===== src/vgaPkg.sv =====
package vgaPkg;

   // Intensity of one colour channel
   typedef logic [3:0] colorLevel;

   // Number of the colour bar under the beam, 0 at the left edge
   typedef logic [2:0] barIndex;

   // Per-channel bar select
   // 0..2 pick a bit of barIndex, 3 keeps the channel dark
   typedef logic [1:0] barSel;

   // AXI response code
   typedef logic [1:0] axiResp;

   localparam axiResp respOkay = 2'b00;
   localparam axiResp respSlvErr = 2'b10;

   // Red, green, blue
   localparam int numChannels = 3;

   // Select value for a channel that never lights
   localparam barSel selOff = 2'd3;

   // Byte address of the only control register
   localparam logic [3:0] ctrlAddr = 4'h0;

   // Reset pattern of the control register
   // Bits 1:0 red, 3:2 green, 5:4 blue
   // Red on bar bit 2, green on bit 1, blue on bit 0
   localparam logic [2*numChannels-1:0] ctrlResetValue = {2'd0, 2'd1, 2'd2};

   // Level driven for a lit channel
   localparam colorLevel fullLevel = 4'hF;

endpackage : vgaPkg

===== src/colorChannel.sv =====
`timescale 1ns/1ps

module colorChannel (
   input  logic GCLK,
   input  logic rstN,
   input  vgaPkg::barIndex bar,
   input  logic active,
   input  vgaPkg::barSel sel,
   output vgaPkg::colorLevel level
);

   import vgaPkg::*;

   logic lit;

   // Lit when the chosen bar bit is set inside the visible area
   always_comb begin
      lit = 1'b0;
      if (active && sel != selOff)
         lit = bar[sel];
   end

   // One register stage after the timing decodes
   always_ff @(posedge GCLK) begin
      if (!rstN)
         level <= '0;
      else
         level <= lit ? fullLevel : colorLevel'(0);
   end

endmodule : colorChannel


===== src/ctrlRegSlave.sv =====
`timescale 1ns/1ps

module ctrlRegSlave (
   input  logic GCLK,
   input  logic rstN,
   // Write address and data
   input  logic awValid,
   output logic awReady,
   input  logic [3:0] awAddr,
   input  logic wValid,
   output logic wReady,
   input  logic [31:0] wData,
   input  logic [3:0] wStrb,
   // Write response
   output logic bValid,
   input  logic bReady,
   output vgaPkg::axiResp bResp,
   // Read address
   input  logic arValid,
   output logic arReady,
   input  logic [3:0] arAddr,
   // Read data
   output logic rValid,
   input  logic rReady,
   output logic [31:0] rData,
   output vgaPkg::axiResp rResp,
   // Register contents, two bits per channel
   output logic [2*vgaPkg::numChannels-1:0] chanSel
);

   import vgaPkg::*;

   logic wrAccept;
   logic wrFire;
   logic rdFire;

   // Address and data are accepted in the same cycle
   assign awReady = wrAccept;
   assign wReady = wrAccept;

   assign wrFire = awValid && awReady && wValid && wReady;
   assign rdFire = arValid && arReady;

   // Write channel
   always_ff @(posedge GCLK) begin
      if (!rstN) begin
         wrAccept <= 1'b0;
         bValid <= 1'b0;
         chanSel <= ctrlResetValue;
      end else begin
         // One-cycle ready pulse, held off while a response waits
         wrAccept <= awValid && wValid && !bValid && !wrAccept;
         if (wrFire) begin
            bValid <= 1'b1;
            // Only byte lane 0 holds register bits
            if (awAddr == ctrlAddr && wStrb[0])
               chanSel <= wData[2*numChannels-1:0];
         end else if (bValid && bReady) begin
            bValid <= 1'b0;
         end
      end
   end

   // Response code captured at the handshake
   always_ff @(posedge GCLK) begin
      if (wrFire)
         bResp <= (awAddr == ctrlAddr) ? respOkay : respSlvErr;
   end

   // Read channel
   always_ff @(posedge GCLK) begin
      if (!rstN) begin
         arReady <= 1'b0;
         rValid <= 1'b0;
      end else begin
         arReady <= arValid && !rValid && !arReady;
         if (rdFire)
            rValid <= 1'b1;
         else if (rValid && rReady)
            rValid <= 1'b0;
      end
   end

   // Read payload, zero for unmapped addresses
   always_ff @(posedge GCLK) begin
      if (rdFire) begin
         rData <= (arAddr == ctrlAddr) ? 32'(chanSel) : '0;
         rResp <= (arAddr == ctrlAddr) ? respOkay : respSlvErr;
      end
   end

   // Response held until the master takes it
   assert property (@(posedge GCLK) disable iff (!rstN)
      bValid && !bReady |=> bValid);

   // No new write accepted over a pending response
   assert property (@(posedge GCLK) disable iff (!rstN)
      !(awReady && bValid));

endmodule : ctrlRegSlave


===== src/pixelOutput.sv =====
`timescale 1ns/1ps

module pixelOutput (
   input  logic GCLK,
   input  logic rstN,
   input  logic hSyncRaw,
   input  logic vSyncRaw,
   input  vgaPkg::colorLevel redIn,
   input  vgaPkg::colorLevel greenIn,
   input  vgaPkg::colorLevel blueIn,
   output logic vgaHs,
   output logic vgaVs,
   output vgaPkg::colorLevel vgaR,
   output vgaPkg::colorLevel vgaG,
   output vgaPkg::colorLevel vgaB
);

   // Syncs one stage behind, matching the channel register
   logic hsDly;
   logic vsDly;

   always_ff @(posedge GCLK) begin
      if (!rstN) begin
         hsDly <= 1'b1;
         vsDly <= 1'b1;
      end else begin
         hsDly <= hSyncRaw;
         vsDly <= vSyncRaw;
      end
   end

   // Pin registers
   // Syncs idle high, colours dark
   always_ff @(posedge GCLK) begin
      if (!rstN) begin
         vgaHs <= 1'b1;
         vgaVs <= 1'b1;
         vgaR <= '0;
         vgaG <= '0;
         vgaB <= '0;
      end else begin
         vgaHs <= hsDly;
         vgaVs <= vsDly;
         vgaR <= redIn;
         vgaG <= greenIn;
         vgaB <= blueIn;
      end
   end

   // Colour stays dark during either sync pulse
   assert property (@(posedge GCLK) disable iff (!rstN)
      (!vgaHs || !vgaVs) |-> (vgaR == '0 && vgaG == '0 && vgaB == '0));

endmodule : pixelOutput


===== src/syncTiming.sv =====
`timescale 1ns/1ps

module syncTiming #(
   parameter int hPulse = 192,
   parameter int hBack = 96,
   parameter int hTotal = 1600,
   parameter int vPulse = 2,
   parameter int vBack = 29,
   parameter int vActive = 480,
   parameter int vTotal = 521,
   parameter int barCounts = 160
) (
   input  logic GCLK,
   input  logic rstN,
   output logic hSyncRaw,
   output logic vSyncRaw,
   output logic active,
   output vgaPkg::barIndex bar
);

   import vgaPkg::*;

   localparam int hWidth = $clog2(hTotal);
   localparam int vWidth = $clog2(vTotal);
   localparam int wWidth = $clog2(barCounts + 1);
   // Visible window bounds, end exclusive
   localparam int hStart = hPulse + hBack;
   localparam int hEnd = hStart + 8 * barCounts;
   localparam int vStart = vPulse + vBack;
   localparam int vEnd = vStart + vActive;

   logic [hWidth-1:0] hCount;
   logic [vWidth-1:0] vCount;
   logic [wWidth-1:0] widthCnt;
   logic hInWin;
   logic vInWin;
   barIndex barNext;

   // Frame counters, vertical steps on horizontal wrap
   always_ff @(posedge GCLK) begin
      if (!rstN) begin
         hCount <= '0;
         vCount <= '0;
      end else if (hCount == hWidth'(hTotal - 1)) begin
         hCount <= '0;
         vCount <= (vCount == vWidth'(vTotal - 1)) ? '0 : vCount + 1'b1;
      end else begin
         hCount <= hCount + 1'b1;
      end
   end

   assign hInWin = (hCount >= hStart) && (hCount < hEnd);
   assign vInWin = (vCount >= vStart) && (vCount < vEnd);

   // Bar steps once the width counter runs out
   always_comb begin
      barNext = '0;
      if (hInWin && vInWin && hCount != hStart)
         barNext = (widthCnt == '0) ? bar + 1'b1 : bar;
   end

   // Registered decodes, one cycle behind the counters
   always_ff @(posedge GCLK) begin
      if (!rstN) begin
         hSyncRaw <= 1'b1;
         vSyncRaw <= 1'b1;
         active <= 1'b0;
         bar <= '0;
         widthCnt <= '0;
      end else begin
         hSyncRaw <= !(hCount < hPulse);
         vSyncRaw <= !(vCount < vPulse);
         active <= hInWin && vInWin;
         bar <= barNext;
         // Reload at line start and at each bar edge
         if (!(hInWin && vInWin) || hCount == hStart || widthCnt == '0)
            widthCnt <= wWidth'(barCounts - 1);
         else
            widthCnt <= widthCnt - 1'b1;
      end
   end

   // Bar index frozen during blanking
   assert property (@(posedge GCLK) disable iff (!rstN)
      !active ##1 !active |-> $stable(bar));

endmodule : syncTiming


===== src/vgaPatternTop.sv =====
`timescale 1ns/1ps

module vgaPatternTop #(
   parameter int hPulse = 192,
   parameter int hBack = 96,
   parameter int hTotal = 1600,
   parameter int barCounts = 160,
   parameter int vPulse = 2,
   parameter int vBack = 29,
   parameter int vActive = 480,
   parameter int vTotal = 521
) (
   input  logic GCLK,
   input  logic rstN,
   // AXI4-Lite control port
   input  logic awValid,
   output logic awReady,
   input  logic [3:0] awAddr,
   input  logic wValid,
   output logic wReady,
   input  logic [31:0] wData,
   input  logic [3:0] wStrb,
   output logic bValid,
   input  logic bReady,
   output vgaPkg::axiResp bResp,
   input  logic arValid,
   output logic arReady,
   input  logic [3:0] arAddr,
   output logic rValid,
   input  logic rReady,
   output logic [31:0] rData,
   output vgaPkg::axiResp rResp,
   // VGA pins
   output logic vgaHs,
   output logic vgaVs,
   output vgaPkg::colorLevel vgaR,
   output vgaPkg::colorLevel vgaG,
   output vgaPkg::colorLevel vgaB
);

   import vgaPkg::*;

   logic [2*numChannels-1:0] chanSel;
   logic hSyncRaw;
   logic vSyncRaw;
   logic active;
   barIndex bar;
   // Index 0 red, 1 green, 2 blue
   colorLevel chanLevel [numChannels];

   ctrlRegSlave ctrlRegSlave_i (
      .GCLK(GCLK), .rstN(rstN),
      .awValid(awValid), .awReady(awReady), .awAddr(awAddr),
      .wValid(wValid), .wReady(wReady), .wData(wData), .wStrb(wStrb),
      .bValid(bValid), .bReady(bReady), .bResp(bResp),
      .arValid(arValid), .arReady(arReady), .arAddr(arAddr),
      .rValid(rValid), .rReady(rReady), .rData(rData), .rResp(rResp),
      .chanSel(chanSel)
   );

   syncTiming #(
      .hPulse(hPulse), .hBack(hBack), .hTotal(hTotal),
      .vPulse(vPulse), .vBack(vBack), .vActive(vActive), .vTotal(vTotal),
      .barCounts(barCounts)
   ) syncTiming_i (
      .GCLK(GCLK), .rstN(rstN),
      .hSyncRaw(hSyncRaw), .vSyncRaw(vSyncRaw), .active(active), .bar(bar)
   );

   // One channel unit per colour, each on its 2-bit select slice
   for (genvar i = 0; i < numChannels; i++) begin : genChan
      colorChannel colorChannel_i (
         .GCLK(GCLK), .rstN(rstN),
         .bar(bar), .active(active),
         .sel(chanSel[2*i +: 2]),
         .level(chanLevel[i])
      );
   end

   pixelOutput pixelOutput_i (
      .GCLK(GCLK), .rstN(rstN),
      .hSyncRaw(hSyncRaw), .vSyncRaw(vSyncRaw),
      .redIn(chanLevel[0]), .greenIn(chanLevel[1]), .blueIn(chanLevel[2]),
      .vgaHs(vgaHs), .vgaVs(vgaVs),
      .vgaR(vgaR), .vgaG(vgaG), .vgaB(vgaB)
   );

endmodule : vgaPatternTop


===== config.mk =====
export PLATFORM = sky130hd
export DESIGN_NAME = vgaPatternTop
export DESIGN_NICKNAME = d
export VERILOG_FILES = /design/src/vgaPkg.sv /design/src/colorChannel.sv /design/src/ctrlRegSlave.sv /design/src/pixelOutput.sv /design/src/syncTiming.sv /design/src/vgaPatternTop.sv
export SDC_FILE = /design/constraint.sdc
export NUM_CORES = 1
export LEC_CHECK = 0
export BUFFER_PORTS_ARGS = -buffer_cell sky130_fd_sc_hd__buf_4
export CAP_MARGIN = 40
export CORE_AREA = 2 2 89 82
export CTS_CLUSTER_DIAMETER = 200
export DETAILED_ROUTE_END_ITERATION = 16
export DIE_AREA = 0 0 91 84
export GPL_TIMING_DRIVEN = 0
export PLACE_DENSITY = 0.77
export SLEW_MARGIN = 20
export SYNTH_ARGS = -nofsm -noshare
export SYNTH_HDL_FRONTEND = slang
export SYNTH_HIERARCHICAL = 1
export SYNTH_SLANG_ARGS = --single-unit

===== constraint.sdc =====
create_clock -name GCLK -period 4.3 [get_ports GCLK]
set_input_delay 0 -clock GCLK [delete_from_list [all_inputs] [get_ports GCLK]]
set_output_delay 0 -clock GCLK [all_outputs]
set_load 0.02 [all_outputs]

# Word-level counts from Yosys, hierarchy flattened
# Index checks and enable logic that the tools add are counted.
[classes]
n_reduce_logical = 37
n_addsub = 4
muxes = 20
n_eq_ne = 7
n_lt_le_gt_ge = 9
bitwise = 1
[op_table]
columns = ["op", "n"]
rows = [
  ["$logic_and 1x1->1", 19],
  ["$mux 4", 3],
  ["$add 11x1->11 const B", 1],
  ["$eq 11x11->1 const B", 1],
  ["$eq 11x9->1 const B", 1],
  ["$ge 11x9->1 const B", 1],
  ["$lt 11x11->1 const B", 1],
  ["$lt 11x8->1 const B", 1],
  ["$ne 11x9->1 const B", 1],
  ["$add 10x1->10 const B", 1],
  ["$eq 10x10->1 const B", 1],
  ["$ge 10x5->1 const B", 1],
  ["$lt 10x2->1 const B", 1],
  ["$lt 10x9->1 const B", 1],
  ["$mux 1", 10],
  ["$mux 10", 1],
  ["$lt 2x3->1 const B", 3],
  ["$logic_not 4->1", 2],
  ["$logic_not 8->1", 1],
  ["$mux 8", 1],
  ["$sub 8x1->8 const B", 1],
  ["$logic_not 1->1", 7],
  ["$bmux 1 s2", 3],
  ["$ne 2x2->1 const B", 3],
  ["7 further kinds", 12],
]
[totals]
out_inout_bits = 55
wordCells = 105
reg_bits = 109
inputBits = 51

# Longest topological paths before layout
# Gate-level depths: netlist of run 1.
[logic_depth]
ltp_word = 7
mapped_depth = 7
depth_no_buf = 6

# By module
# The synthesis of run 1 kept the hierarchy.
[by_module_without_submodules]
columns = ["mod", "area_per_inst_um2", "cells_per_inst", "seq_area_each_um2", "n_inst"]
rows = [
  ["syncTiming", 1694.1, 195, 700.7, 1],
  ["ctrlRegSlave", 928.4, 90, 440.4, 1],
  ["pixelOutput", 442.9, 33, 320.3, 1],
  ["colorChannel", 71.3, 8, 20.0, 3],
]

# Worst setup path before layout of run 1
# OpenSTA, ideal clock, no wires.
[synth_timing]
path_kind = "reg2reg"
from = "register syncTiming_i.hCount[0]"
to = "register syncTiming_i.vCount[5]"
required_ns = 4.230
setup_slack_ns = 2.272
n_path_buf = 1
synth_period_minus_slack_ns = 2.028
t_arrival_ns = 1.959
setup_ns = 0.070
stages_incl_launch_ff = 7
cell_sequence = "dfxtp_1 -> ha_1 -> nand3_2 -> or4_1 -> buf_2 -> or4_1 -> a21oi_1"
[synth_via]
elab_chain_len = 1
[synth_rtl]
columns = ["item", "line_no", "source"]
rows = [
  ["from (decl)", "syncTiming.sv:32", "logic [hWidth-1:0] hCount;"],
  ["from (signal assigned)", "syncTiming.sv:48", "hCount <= hCount + 1'b1;"],
  ["$eq 11x11->1", "syncTiming.sv:44", "end else if (hCount == hWidth'(hTotal - 1)) begin"],
  ["to (signal assigned)", "syncTiming.sv:46", "vCount <= (vCount == vWidth'(vTotal - 1)) ? '0 : vCount + 1'b1;"],
  ["to (decl)", "syncTiming.sv:33", "logic [vWidth-1:0] vCount;"],
]
# Every way passes these cells.
# A chain may end at the register's enable or synchronous reset.

# Final worst setup path of run 1
# Ends and elaborated chain as after synthesis.

==> results of run 1 <==
Yosys cell counts (all sizes together), types with 3 or more instances:
library cell / number
a21oi: 9
a31oi: 6
and2: 19
and3: 9
buf: 45
clkbuf: 7
dfxtp: 64
edfxtp: 8
ha: 7
inv: 12
mux2i: 8
nand2: 23
nand3: 6
nand3b: 5
nand4: 13
nor2: 23
nor2b: 3
nor3: 8
nor4: 7
o21ai: 9
or2b: 4
or3: 6
or4: 6
xnor2: 7
xor2: 11
state kept, by name (all words and copies together) (netlist names), 3 cells and up:
name / flops
syncTiming_i/hCount: 11
ctrlRegSlave_i/chanSel: 6
syncTiming_i/bar: 3
pixelOutput_i/vgaG: 4
pixelOutput_i/vgaB: 4
syncTiming_i/vCount: 10
syncTiming_i/widthCnt: 8
genChan.colorChannel_i/level: 3
pixelOutput_i/vgaR: 4
ctrlRegSlave_i/rData: 6
cell usage in the layout (no fill, tap or decap), types with 6 or more instances in the layout:
cell type and n:
and2_1 9, buf_4 86, xnor2_1 7, and2_2 10, nor4_1 6, inv_1 12
or3_1 6, ha_1 7, dfxtp_1 64, clkbuf_8 9, dlygate4sd3_1 15, nand2_1 23
nor2_1 23, and3_1 9, conb_1 28, a21oi_1 9, nor3_1 8, a31oi_1 6
nand4_1 13, mux2i_1 8, xor2_1 11, edfxtp_1 8, clkbuf_1 8
layer usage:
metal	vias to the layer above	global-route usage	wire length (µm)
met5	-	0	0
met4	0	0.109	211
met3	21	0.0352	274
met2	70	0.277	2940
met1	1181	0.217	2840
li1	1317	-	-
cell families (layout without fill, tap and decap cells):
logic type | after synthesis | after routing | synth area share
buf+inv | 64 | 143 | 0.127
other cells | 1 | 28 | 0.00114
flops | 72 | 72 | 0.464
mux | 9 | 9 | 0.0279
simple gates | 138 | 138 | 0.244
xor+xnor | 18 | 18 | 0.0481
compound gates | 33 | 33 | 0.0614
fa+ha+maj | 7 | 7 | 0.0267
through the flow:
| stage | cells | hold WS, ns | utilization | area, µm² |
|---|---|---|---|---|
| final | 541 | 0.0182 | 0.614 | 4190 |
| after global routing | 541 | 0.0296 | 0.614 | 4190 |
| after CTS | 541 | 0.00125 | 0.614 | 4190 |
| after detailed placement | 510 | 0.266 | 0.565 | 3860 |
| after global placement | 510 | 0.243 | 0.565 | 3860 |
| after floorplan | 369 | 0.0873 | - | 3380 |
power by group:
part	switching (W)	total [W]	internal, W
clock network	0.000230	0.000492	0.000262
logic	0.0000591	0.000114	0.0000549
registers	0.00000740	0.000696	0.000689
total	0.000296	0.00130	0.00101
worst max-delay path, delay by kind of cell (launching register included):
kind	cells	cell delay, ns
buf+inv	2	0.42
simple gates	2	0.71
fa+ha+maj	1	0.22
compound gates	2	0.40
flops	1	0.38
final timing paths:
path | to | from
worst min-delay path | ctrlRegSlave_i/rResp[1] | arAddr[3]
worst max register to register | syncTiming_i/vCount[5] | syncTiming_i/hCount[0]
worst min register to register | pixelOutput_i/vgaVs | pixelOutput_i/vsDly
worst max-delay path | syncTiming_i/vCount[5] | syncTiming_i/hCount[0]
area by class of cell:
cell class              count  area, µm²  share of cell area
flip-flops and latches     72       1520               0.363
inverters                  12       45.0              0.0108
repair buffers             63        510               0.122
clock inverters             5       47.5              0.0114
clock buffers              11        131              0.0314
multi-input cells         233       1440               0.345
plain buffers              52        372              0.0888
well taps                  93        116              0.0278
==> impl_metrics.json, run 1 <==
{
  "clock_skew_ns": 0.00695,
  "critPathMaxStageDelay_ns": 0.54,
  "setup_ws_ns": 2.04,
  "cts_hold_buffers": 15,
  "antenna_found_initial": 0,
  "drt-pass1-iter-count": 4,
  "post-place-ws_ns": 2.08,
  "drc": 0,
  "yosys.area.top_type": "dfxtp_1",
  "finalCritPeriodShare": 0.525,
  "hold_viol_final": 0,
  "hold_path.class": "in2reg",
  "synthCells": 342,
  "die_h_um": 84,
  "synth_cell_type_count": 48,
  "drv_cap": 0,
  "cts.sinks": 72,
  "numCtsBuffers": 9,
  "cp.arrival_ns": 2.47,
  "slowest_stage": "or4_1",
  "setup_viol": 0,
  "gp_congestion": 0.793,
  "viasPerCell": 4.79,
  "drt_wl_total_um": 6280,
  "endpoint_kind": "flip-flop",
  "outcome": "finished clean",
  "crit_required_ns": 4.51,
  "powerDensity_mw_per_mm2": 311,
  "insertion_delay_ns": 0.34,
  "grt_usage": 0.175,
  "ys_ff_latch": 72,
  "yosys-top-cells-area": "dfxtp_1 39%, buf_4 8.7%, edfxtp_1 7.3%",
  "final_max_slew_viol_count": 0,
  "start_util": 0.481,
  "die_w_um": 91,
  "core_area_mm2": 0.00682,
  "syn_area_per_cell_um2": 9.59,
  "overflow": 0,
  "port_buffers": 48,
  "ctsResizeCount": 0,
  "post-route-min-period_ns": 2.26,
  "insertedDiodeCount": 0,
  "path_clk_slew_ns": 0.07,
  "seq_area_frac_synth": 0.464,
  "area_growth_pct": 27.7,
  "fmax_mhz": 443,
  "ir_worst_vdd_v": 0.000175,
  "fill_cells": 593,
  "grt_max_degree": 21,
  "rows": 29,
  "grt_pass1_vias": 2441,
  "layout-drive-gt1-share": 0.268,
  "crit_chain": "ha_1 > nand3_2 > or4_1 > buf_2 > clkbuf_1 > o31ai_1 > a21oi_1",
  "die_area_mm2": 0.00764,
  "cts-htree-levels": 3,
  "async_flop_share": 0,
  "r2r_slack_ns": 2.04,
  "cp_max_fo": 10,
  "post_cts_buffers": 0,
  "leakage_nw": 1.82,
  "wl_per_cell_um": 11.6,
  "hpwl_um": 4370,
  "path_class": "reg2reg",
  "reg2reg_depth": 7,
  "slew_headroom": 0.593,
  "synth-edff-count": 8,
  "worstMarginPinSlew_ns": 0.604,
  "nets": 501,
  "clockRootBuffer": "clkbuf_8",
  "drt_iter0_markers": 116,
  "synth_warnings": 6,
  "cts_tree": "built",
  "rsz0062_at_grt": "false",
  "ios": 106,
  "synth_area_mm2": 0.00328,
  "grt_first_pass_wirelength_um": 10800,
  "dr_total_vias": 2589,
  "synth_top_area_frac": 0.391,
  "antenna_left": 0,
  "power_w": 0.00130,
  "clockBufferDepth": 2,
  "hold_depth": 3,
  "startpoint_type": "flip-flop",
  "final.setup.tns_ns": 0,
  "synthFlopType": "dfxtp_1"
}
Power figures use the tool's default switching activity.
==> run 2, diff against run 1 <==
--- a/config.mk
+++ b/config.mk
@@ -7,12 +7,12 @@
 export LEC_CHECK = 0
 export BUFFER_PORTS_ARGS = -buffer_cell sky130_fd_sc_hd__buf_4
 export CAP_MARGIN = 40
-export CORE_AREA = 2 2 89 82
+export CORE_AREA = 2 2 93 86
 export CTS_CLUSTER_DIAMETER = 200
 export DETAILED_ROUTE_END_ITERATION = 16
-export DIE_AREA = 0 0 91 84
+export DIE_AREA = 0 0 95 88
 export GPL_TIMING_DRIVEN = 0
-export PLACE_DENSITY = 0.77
+export PLACE_DENSITY = 0.74
 export SLEW_MARGIN = 20
 export SYNTH_ARGS = -nofsm -noshare
 export SYNTH_HDL_FRONTEND = slang
==> constraint.sdc (replaced) <==
create_clock -name GCLK -period 1.9 [get_ports GCLK]
set_input_delay 0 -clock GCLK [delete_from_list [all_inputs] [get_ports GCLK]]
set_output_delay 0 -clock GCLK [all_outputs]
set_load 0.02 [all_outputs]
==> run 2 against run 1 <==
Against the previous run: hold slack improved by 0.088 ns; via count decreased by 0.70%; non-clock buffer count increased by 6; cell count rose by 1.7%; core utilization is 1.9 points lower; combinational power increased by 130%; maximum frequency increased by 22%; die area is 9.4% higher; critical endpoint is now syncTiming_i/vCount[8]; highest routed layer unchanged.
==> impl_metrics.json, run 2 (synthesized netlist as in run 1, its figures left out) <==
{
  "outcome": "finished clean",
  "insertedDiodeCount": 0,
  "finalCritPeriodShare": 0.973,
  "drt_iter0_markers": 144,
  "cts-htree-levels": 3,
  "drt-pass1-iter-count": 4,
  "r2r_end": "syncTiming_i/vCount[8]",
  "layout-drive-gt1-share": 0.337,
  "crit_end": "syncTiming_i/vCount[8]",
  "layout.cells.most_common": "buf_4",
  "core_area_mm2": 0.00739,
  "final_max_slew_viol_count": 0,
  "cp.arrival_ns": 2.13,
  "die_h_um": 88,
  "final_cell_mix": "93 x buf_4, 53 x dfxtp_1, 28 x conb_1, 23 x nor2_1, 22 x nand2_1",
  "rows": 30,
  "start_util": 0.443,
  "area_growth_pct": 34.1,
  "startpoint_type": "flip-flop",
  "antenna_left": 0,
  "netSwitchingFraction": 0.240,
  "slew_headroom": 0.618,
  "drt_wl_total_um": 6400,
  "power_switching_w": 0.000721,
  "die_w_um": 95,
  "path_clk_slew_ns": 0.08,
  "dr_total_vias": 2571,
  "hold_viol_final": 0,
  "crit_required_ns": 2.18,
  "numCtsBuffers": 9,
  "grt_first_pass_wirelength_um": 10700,
  "reg2reg_depth": 4,
  "post-route-min-period_ns": 1.85,
  "cts_tree": "built",
  "cp_max_fo": 4,
  "clockRootBuffer": "clkbuf_8",
  "endpoint_kind": "flip-flop",
  "top_register": "syncTiming_i/hCount",
  "internal_power_w": 0.00228,
  "grt_usage": 0.166,
  "overflow": 0,
  "cts.sinks": 72,
  "r2r_slack_ns": 0.05,
  "grt_pass1_vias": 2435,
  "port_buffers": 48,
  "reg_top3": "syncTiming_i/hCount: 11 flops, syncTiming_i/vCount: 10 flops, syncTiming_i/widthCnt: 8 flops",
  "hold-worst-slack_ns": 0.106,
  "clock_skew_ns": 0.00881,
  "insertion_delay_ns": 0.35,
  "dp.cells": 513,
  "clockBufferDepth": 2,
  "finalNonFillerCells": 550,
  "drv_cap": 0,
  "path_class": "reg2reg",
  "worstMarginPinSlew_ns": 0.568,
  "nets": 507,
  "powerDensity_mw_per_mm2": 683,
  "fmax_mhz": 541,
  "ir_worst_vdd_v": 0.000300,
  "viasPerCell": 4.67,
  "largest_reg_flops": 11,
  "r2r-start": "syncTiming_i/hCount[7]",
  "setup_viol": 0,
  "hpwl_um": 4380,
  "drc": 0,
  "leakage_nw": 1.88,
  "power_w": 0.00300,
  "grt_max_degree": 21,
  "die_area_mm2": 0.00836,
  "seqPwrFrac": 0.523,
  "hold_path.class": "in2reg",
  "startpoint": "syncTiming_i/hCount[7]",
  "clock_power_share": 0.389,
  "final.setup.tns_ns": 0,
  "ios": 106,
  "gp_congestion": 0.763,
  "antenna_found_initial": 0,
  "wl_per_cell_um": 11.6,
  "power.share.combinational": 0.088
}
==> run 2: per-layer routing <==
layer  wire, µm  up-vias  track usage
li1           -     1328            -
met1       2910     1156        0.199
met2       3050       75        0.281
met3        331       12       0.0473
met4        110        0       0.0698
met5          0        -            0
==> run 2: power groups by stage <==
stage,Sequential [W],Combinational (W),Clock [W]
after global routing,0.00158,0.000286,0.00128
after floorplan,0.00162,0.000154,0
after CTS,0.00158,0.000259,0.00121
after detailed placement,0.00161,0.000232,0
final,0.00157,0.000263,0.00117
after global placement,0.00161,0.000227,0
==> run 2: final cells by class <==
type | count | area [µm²]
Clock buffer | 9 | 124
Multi-Input combinational cell | 233 | 1540
Sequential cell | 72 | 1550
Tap cell | 96 | 120
Timing Repair Buffer | 73 | 597
Inverter | 12 | 45.0
Buffer | 48 | 350
Fill cell | 598 | 3000
Clock inverter | 7 | 72.6
==> run 2: timing repair <==
item,CTS,global route
resized for setup,22,19
pin swaps,11,6
hold buffers,18,0
buffers inserted,4,3
setup endpoints to repair,23,22
hold endpoints to repair,13,0
==> run 2: how the worst min path moves through the flow <==
stage               startpoint                 endpoint  cells after the start
floorplan                 rstN    syncTiming_i/hSyncRaw                      1
global placement       arValid   ctrlRegSlave_i/arReady                      3
detailed placement     arValid   ctrlRegSlave_i/arReady                      3
CTS                  arAddr[3]  ctrlRegSlave_i/rData[5]                      3
global route         arAddr[3]  ctrlRegSlave_i/rData[5]                      3
finish               arAddr[3]  ctrlRegSlave_i/rData[5]                      3
==> run 2: metrics by stage <==
stage | setup slack (ns) | utilization | area [µm²]
final | 0.0518 | 0.595 | 4400
after global routing | -0.0111 | 0.595 | 4400
after CTS | 0.000796 | 0.585 | 4330
after detailed placement | -0.204 | 0.526 | 3890
after global placement | -0.154 | 0.526 | 3890
after floorplan | -0.0410 | - | 3410
==> run 2: critical path, cell delays in order (launching register included) <==
cell and delay, ns:
dfxtp_4 0.35, or4b_1 0.51, or4_4 0.46, or3_4 0.34
a21oi_2 0.12
